===== config.mk =====
export PLATFORM = sky130hd
export DESIGN_NAME = icache_compressed_flat
export DESIGN_NICKNAME = d
export VERILOG_FILES = /design/src/common/fetch_pkg.sv /design/src/common/icache_if.sv /design/src/icache/icache_compressed.sv /design/src/flat_wrapper.sv
export SDC_FILE = /design/constraint.sdc
export NUM_CORES = 1
export LEC_CHECK = 0
export CAP_MARGIN = 20
export CORE_MARGIN = 2
export CORE_UTILIZATION = 35
export DETAILED_ROUTE_END_ITERATION = 8
export DONT_BUFFER_PORTS = 1
export GPL_TIMING_DRIVEN = 1
export PLACE_DENSITY_LB_ADDON = 0.08
export SETUP_SLACK_MARGIN = 0.1
export SYNTH_ARGS = -nofsm -noshare
export SYNTH_HDL_FRONTEND = slang
export SYNTH_SLANG_ARGS = --single-unit

===== constraint.sdc =====
create_clock -name clk -period 16.6 [get_ports clk]
set_clock_uncertainty 0.1 [all_clocks]
set_input_delay 1.66 -clock clk [delete_from_list [all_inputs] [get_ports clk]]
set_output_delay 1.66 -clock clk [all_outputs]
set_load 0.01 [all_outputs]

===== src/common/fetch_pkg.sv =====
`default_nettype none

package fetch_pkg;

    // Width of the program counter and of every address on the fetch buses
    localparam int xlen = 64;

    // Depth of the word-aligned instruction store, counted in 32-bit words
    localparam int mem_words = 256;

    // Width of a word index into the instruction store
    localparam int mem_addr_bits = $clog2(mem_words);

    // Byte distance from one instruction word to the next
    localparam logic [xlen-1:0] word_step = 4;

    // First byte address past the end of the store
    // Any fetch at or above this address raises an access exception
    localparam logic [xlen-1:0] mem_limit = mem_words * 4;

    // Reason attached to every fetch request
    // A prefetch always continues straight on from the previous instruction
    // The adapter relies on that to reuse a buffered upper halfword
    // A predict goes to a target guessed by the branch predictor
    // A mispredict is a redirect after the pipeline found a wrong guess
    typedef enum logic [1:0] {
        if_prefetch,
        if_predict,
        if_mispredict
    } if_reason_t;

endpackage

`default_nettype wire

===== src/common/icache_if.sv =====
`timescale 1ns/1ps
`default_nettype none

// Fetch request and response bus
// Requests and responses are single-cycle valid pulses with no back-pressure
interface icache_if (
    input logic clk,
    input logic rstn
);

    // Request side, driven by whoever wants an instruction
    logic                       req_valid;
    logic [fetch_pkg::xlen-1:0] req_pc;
    fetch_pkg::if_reason_t      req_reason;

    // Response side, driven by whoever holds the instructions
    logic                       resp_valid;
    logic [fetch_pkg::xlen-1:0] resp_pc;
    logic [31:0]                resp_instr;
    // Set when the fetch touched an address outside the store
    logic                       resp_exception;

    // The side that receives requests and answers them
    modport provider (
        input  clk,
        input  rstn,
        input  req_valid,
        input  req_pc,
        input  req_reason,
        output resp_valid,
        output resp_pc,
        output resp_instr,
        output resp_exception
    );

    // The side that issues requests and takes the answers
    modport user (
        input  clk,
        input  rstn,
        output req_valid,
        output req_pc,
        output req_reason,
        input  resp_valid,
        input  resp_pc,
        input  resp_instr,
        input  resp_exception
    );

endinterface

`default_nettype wire


===== src/icache/icache_compressed.sv =====
`timescale 1ns/1ps
`default_nettype none

// Lets the fetch stage ask for any halfword-aligned pc on top of a store that only
// returns whole aligned words
// A 32-bit instruction that straddles two words is put back together here
module icache_compressed (
    icache_if.provider cache,
    icache_if.user     mem
);

    // Plain local names for the bus signals
    logic                       clk;
    logic                       rstn;
    logic                       req_valid;
    logic [fetch_pkg::xlen-1:0] req_pc;
    fetch_pkg::if_reason_t      req_reason;
    logic                       mem_resp_valid;
    logic [fetch_pkg::xlen-1:0] mem_resp_pc;
    logic [31:0]                mem_resp_instr;
    logic                       mem_resp_exception;

    assign clk                = cache.clk;
    assign rstn               = cache.rstn;
    assign req_valid          = cache.req_valid;
    assign req_pc             = cache.req_pc;
    assign req_reason         = cache.req_reason;
    assign mem_resp_valid     = mem.resp_valid;
    assign mem_resp_pc        = mem.resp_pc;
    assign mem_resp_instr     = mem.resp_instr;
    assign mem_resp_exception = mem.resp_exception;

    // Values that the combinational block computes for both buses
    logic                       mem_req_valid;
    logic [fetch_pkg::xlen-1:0] mem_req_pc;
    fetch_pkg::if_reason_t      mem_req_reason;
    logic                       resp_valid;
    logic [fetch_pkg::xlen-1:0] resp_pc;
    logic [31:0]                resp_instr;
    logic                       resp_exception;

    // The pc of the request now in flight, returned as resp_pc
    logic [fetch_pkg::xlen-1:0] latched_pc, latched_pc_d;

    // One word past the last word sent to the store
    // Keeping it ready means no adder sits between a request and the store's pc
    logic [fetch_pkg::xlen-1:0] next_pc, next_pc_d;

    // High while the first word of a halfword-offset fetch is outstanding
    logic first_half, first_half_d;

    // Upper halfword of the last word that the response did not consume
    // The next sequential fetch starts with it
    logic [15:0] buf_half, buf_half_d;
    logic        buf_valid, buf_valid_d;

    always_comb begin
        // Nothing goes out unless a branch below decides so
        mem_req_valid  = 1'b0;
        mem_req_pc     = req_pc;
        mem_req_reason = req_reason;
        resp_valid     = 1'b0;
        resp_pc        = latched_pc;
        resp_instr     = '0;
        resp_exception = 1'b0;

        latched_pc_d = latched_pc;
        next_pc_d    = next_pc;
        first_half_d = first_half;
        buf_half_d   = buf_half;
        buf_valid_d  = buf_valid;

        if (mem_resp_valid) begin
            // Every returned word replaces whatever was buffered before
            buf_valid_d = 1'b0;

            if (mem_resp_exception) begin
                // The store's echoed pc tells which of the two words faulted
                resp_valid     = 1'b1;
                resp_pc        = mem_resp_pc;
                resp_exception = 1'b1;
                first_half_d   = 1'b0;
            end else if (first_half && mem_resp_instr[17:16] == 2'b11) begin
                // A 32-bit instruction starts in the upper half, so park that half
                // and ask for the following word right away
                buf_half_d     = mem_resp_instr[31:16];
                buf_valid_d    = 1'b1;
                mem_req_valid  = 1'b1;
                mem_req_pc     = next_pc;
                mem_req_reason = fetch_pkg::if_prefetch;
                next_pc_d      = next_pc + fetch_pkg::word_step;
                first_half_d   = 1'b0;
            end else begin
                resp_valid = 1'b1;
                if (!latched_pc[1]) begin
                    if (mem_resp_instr[1:0] == 2'b11) begin
                        // Aligned full-width instruction
                        resp_instr = mem_resp_instr;
                    end else begin
                        // Aligned compressed instruction
                        // Its upper neighbour is kept for the next prefetch
                        resp_instr  = {16'b0, mem_resp_instr[15:0]};
                        buf_half_d  = mem_resp_instr[31:16];
                        buf_valid_d = 1'b1;
                    end
                end else if (first_half) begin
                    // Offset fetch that found a compressed instruction in the upper half
                    resp_instr = {16'b0, mem_resp_instr[31:16]};
                end else begin
                    // Second word of a straddling instruction joins the buffered half
                    resp_instr  = {mem_resp_instr[15:0], buf_half};
                    buf_half_d  = mem_resp_instr[31:16];
                    buf_valid_d = 1'b1;
                end
            end
        end

        // A new request may land in the same cycle as a response, so it sees
        // the buffer as that response leaves it
        if (req_valid) begin
            mem_req_valid  = 1'b1;
            mem_req_pc     = req_pc;
            mem_req_reason = req_reason;
            latched_pc_d   = req_pc;
            next_pc_d      = {req_pc[fetch_pkg::xlen-1:2], 2'b00} + fetch_pkg::word_step;
            first_half_d   = req_pc[1];

            if (buf_valid_d && req_reason == fetch_pkg::if_prefetch &&
                buf_half_d[1:0] == 2'b11) begin
                // The lower half is already here, so skip straight to the next word
                // A buffered compressed half is fetched again, which costs no extra cycle
                mem_req_pc   = next_pc;
                next_pc_d    = next_pc + fetch_pkg::word_step;
                first_half_d = 1'b0;
            end
        end
    end

    always_ff @(posedge clk or negedge rstn) begin
        if (!rstn) begin
            first_half <= 1'b0;
            buf_valid  <= 1'b0;
        end else begin
            first_half <= first_half_d;
            buf_valid  <= buf_valid_d;
        end
    end

    // Pc registers and the parked halfword
    always_ff @(posedge clk) begin
        latched_pc <= latched_pc_d;
        next_pc    <= next_pc_d;
        buf_half   <= buf_half_d;
    end

    assign mem.req_valid        = mem_req_valid;
    assign mem.req_pc           = mem_req_pc;
    assign mem.req_reason       = mem_req_reason;
    assign cache.resp_valid     = resp_valid;
    assign cache.resp_pc        = resp_pc;
    assign cache.resp_instr     = resp_instr;
    assign cache.resp_exception = resp_exception;

endmodule

`default_nettype wire


===== src/flat_wrapper.sv =====
// flat-port wrapper written by rule: the top's interface ports become plain ports
module icache_compressed_flat 
  (clk, rstn, cache_req_valid, cache_req_pc, cache_req_reason, cache_resp_valid, cache_resp_pc, cache_resp_instr, cache_resp_exception, mem_req_valid, mem_req_pc, mem_req_reason, mem_resp_valid, mem_resp_pc, mem_resp_instr, mem_resp_exception);
  icache_if cache_i (.clk(clk), .rstn(rstn));
  icache_if mem_i (.clk(clk), .rstn(rstn));
  input wire logic clk;
  input wire logic rstn;
  input wire logic [$bits(cache_i.req_valid)-1:0] cache_req_valid;
  input wire logic [$bits(cache_i.req_pc)-1:0] cache_req_pc;
  input wire logic [$bits(cache_i.req_reason)-1:0] cache_req_reason;
  output wire logic [$bits(cache_i.resp_valid)-1:0] cache_resp_valid;
  output wire logic [$bits(cache_i.resp_pc)-1:0] cache_resp_pc;
  output wire logic [$bits(cache_i.resp_instr)-1:0] cache_resp_instr;
  output wire logic [$bits(cache_i.resp_exception)-1:0] cache_resp_exception;
  output wire logic [$bits(mem_i.req_valid)-1:0] mem_req_valid;
  output wire logic [$bits(mem_i.req_pc)-1:0] mem_req_pc;
  output wire logic [$bits(mem_i.req_reason)-1:0] mem_req_reason;
  input wire logic [$bits(mem_i.resp_valid)-1:0] mem_resp_valid;
  input wire logic [$bits(mem_i.resp_pc)-1:0] mem_resp_pc;
  input wire logic [$bits(mem_i.resp_instr)-1:0] mem_resp_instr;
  input wire logic [$bits(mem_i.resp_exception)-1:0] mem_resp_exception;
  assign cache_i.req_valid = cache_req_valid;
  assign cache_i.req_pc = cache_req_pc;
  assign cache_i.req_reason = cache_req_reason;
  assign cache_resp_valid = cache_i.resp_valid;
  assign cache_resp_pc = cache_i.resp_pc;
  assign cache_resp_instr = cache_i.resp_instr;
  assign cache_resp_exception = cache_i.resp_exception;
  assign mem_req_valid = mem_i.req_valid;
  assign mem_req_pc = mem_i.req_pc;
  assign mem_req_reason = mem_i.req_reason;
  assign mem_i.resp_valid = mem_resp_valid;
  assign mem_i.resp_pc = mem_resp_pc;
  assign mem_i.resp_instr = mem_resp_instr;
  assign mem_i.resp_exception = mem_resp_exception;
  icache_compressed u_core (.cache(cache_i), .mem(mem_i));
endmodule

==> impl_metrics.json <==
{
  "run_status": "complete, no violations",
  "synth_xor_area_frac": 0.102,
  "antenna_found_initial": 0,
  "drc": 0,
  "timing.slew.headroom": 0.300,
  "yosys_warnings": 0,
  "ctsHoldBuffers": 0,
  "hp-class": "register to register",
  "worstPathCellList": "and3b_1 -> a2111oi_2 -> a21oi_2 -> a41o_4 -> nand2_8 -> mux2_4",
  "startpoint_type": "input pin",
  "drive_above_1_share": 0.211,
  "cts_post_setup_buffers_inserted": 0,
  "fin_crit_ns": 6.10,
  "critPathCaptureType": "primary output",
  "path_class": "input pin to primary output",
  "synth-simple-area-share": 0.173,
  "synth_top_family_by_area": "multiplexers",
  "cts_root_buf": "clkbuf_16",
  "max_slew.worst_pin.slew_ns": 1.05,
  "finalNonFillerCells": 1277,
  "synth_compound_area_frac": 0.0478,
  "antenna_left": 0,
  "worstPathRequired_ns": 14.84,
  "path_clk_slew_ns": 0.07,
  "synth-main-ff-cell": "edfxtp_1",
  "cts_resized": 0,
  "first_pass_iters": 5,
  "r2r_slack_ns": 12.99,
  "fin_crit_sh": 0.367,
  "ys_seq_elements": 144,
  "grt_pass1_wl_um": 42900,
  "numClockSinks": 144,
  "async_flop_share": 0.0139,
  "synthesis.nets": 1067,
  "diodes": 0,
  "vias_per_cell": 5.44,
  "io_pins": 332,
  "placed_cell_area_sq_mm": 0.0104,
  "setup_tns_ns": 0,
  "ys_seq_area_frac": 0.422,
  "hold_violations": 0,
  "crit_buf_inv": 0,
  "p_leak_nw": 3.85,
  "vias": 6943,
  "finalMaxSlewViolations": 0,
  "htree_levels": 4,
  "fmax_mhz": 164,
  "max_stage_delay_ns": 0.67,
  "synth_cell_types": 54,
  "grt_max_degree": 67,
  "rsz0062_at_grt": "false",
  "place_congestion": 0.816,
  "cts_buffers": 17,
  "die_y_um": 175,
  "fin_area_sq_mm": 0.0110,
  "start_util": 0.355,
  "area_growth_syn_to_layout_pct": 8.20,
  "worst_path_max_delay_cell": "a41o_4",
  "muxShareOfSynthArea": 0.215,
  "dp_cells": 1245,
  "grt-ovfl-total": 0,
  "crit_fanout": 63,
  "groute.usage.overall": 0.181,
  "die_x_um": 175,
  "cp_data_arrival_time_ns": 4.34,
  "synth_edf_count": 140,
  "core_area_sq_mm": 0.0287,
  "syn-mean-instance-area_sq_um": 11.3,
  "vdd_drop_max_mv": 0.0580,
  "port_buffers": 0,
  "clock_path_buffers": 2,
  "crit_family": "simple AND/OR/NAND/NOR gates",
  "first_global_vias": 6976,
  "post-dp-hpwl_um": 19900,
  "synth-adder-area-share": 0.00246,
  "cts_tree": "yes",
  "rows": 62,
  "initialDrtViolationCount": 294,
  "clock_latency_ns": 0.42,
  "routed_wl_um": 28100,
  "die_area_sq_mm": 0.0305,
  "max-cap-violations": 0,
  "syn_inst": 898,
  "p_per_area_mw_per_mm2": 91.0,
  "setup_viol": 0,
  "wl_per_cell_um": 22.0,
  "nets": 1049,
  "netlist_area_sq_mm": 0.0102
}
-- metal layers --
layer	global-route usage	up-vias	wire length [um]
li1	-	3293	-
met1	0.251	3402	13100
met2	0.292	237	13200
met3	0.0413	11	1570
met4	0.0361	0	246
met5	0	-	0
-- kinds of logic after synthesis --
group                    after synthesis
AND/OR/NAND/NOR                      314
multiplexers                         181
flip-flops                           144
XOR/XNOR                             119
AO/OA/AOI/OAI                         73
buffers and inverters                 65
adder cells (fa/ha/maj)                2
-- area by class of cell --
cell class | count | area, sq um
clock inverters | 15 | 150
fillers | 2865 | 17700
flip-flops and latches | 144 | 4290
multi-input cells | 689 | 5540
well taps | 384 | 480
inverters | 21 | 78.8
clock buffers | 17 | 425
repair buffers | 7 | 52.6
-- metrics by stage --
stage | util | hold slack [ns] | power (mW) | setup WS [ns]
finish | 0.384 | 0.382 | 1.00 | 10.50
global route | 0.384 | 0.414 | 1.04 | 10.28
CTS | 0.384 | 0.386 | 1.02 | 10.47
detailed placement | 0.364 | 0.375 | 0.623 | 10.47
global placement | 0.364 | 0.378 | 0.623 | 10.54
floorplan | - | 0.341 | 0.595 | 9.04
-- report_power, final --
part	internal [mW]	switching, mW	leakage [nW]	total (mW)
clock	0.212	0.177	0.277	0.389
combinational	0.0708	0.0818	2.17	0.153
sequential	0.435	0.0256	1.41	0.461
total	0.718	0.285	3.85	1.00
-- cell usage in the layout, fill, tap and decap left out, types with 5 or more instances in the layout --
cell / instances
a22oi_1: 15
nor2_1: 76
nand4_1: 30
and3_1: 19
and2_1: 8
mux2i_1: 54
nor4_1: 17
buf_4: 7
a211oi_1: 16
edfxtp_1: 140
nor2b_1: 18
xnor2_1: 74
inv_1: 21
o21ai_1: 9
nor3_2: 5
xor2_1: 45
nand3_1: 39
a21oi_1: 19
clkbuf_16: 17
nor3_1: 18
nand2_1: 52
mux2_2: 66
and4_1: 9
mux2_4: 59
-- registers in the layout, summed over array words and instances (netlist names) --
signal	cells
u_core.latched_pc	64
u_core.next_pc	62
u_core.buf_half	16
u_core.buf_valid	1
u_core.first_half	1
-- tightest hold or removal path, cell delays in order (launching register included) --
cell     delay (ns)
dfxtp_1        0.31
inv_1          0.06
a21oi_2        0.06
-- cell usage after synthesis (4+ instances only) --
cell type / number / area, sq um
nor4_1: 17 / 106
and2_1: 8 / 50.1
a21oi_1: 19 / 95.1
nand4_1: 30 / 188
nor2_1: 76 / 285
xnor2_1: 74 / 648
mux2_4: 59 / 886
inv_1: 21 / 78.8
nor2b_1: 18 / 113
buf_4: 4 / 30.0
buf_12: 5 / 100
nor3_2: 5 / 50.1
o21ai_1: 10 / 50.1
xor2_1: 45 / 394
mux2_2: 66 / 743
nand3_1: 39 / 195
buf_1: 4 / 15.0
buf_2: 13 / 65.1
clkbuf_1: 15 / 56.3
mux2i_1: 54 / 541
o21ai_0: 4 / 20.0
a211oi_1: 16 / 120
and3_1: 19 / 119
edfxtp_1: 140 / 4200
nand2_1: 53 / 199
a22oi_1: 15 / 113
and4_1: 9 / 78.8
nor3_1: 18 / 90.1
-- path summary, 6_finish.rpt --
path,start,end,depth (start not counted)
hold reg to reg,u_core.buf_half[0],u_core.buf_half[0],2
max in group asynchronous,rstn,u_core.first_half,0
setup / recovery,mem_resp_instr[0],mem_req_pc[33],6
min in group asynchronous,rstn,u_core.buf_valid,0
setup reg to reg,u_core.latched_pc[1],u_core.next_pc[3],7
hold / removal,u_core.buf_half[0],u_core.buf_half[0],2
(Power assumes the default switching activity.)
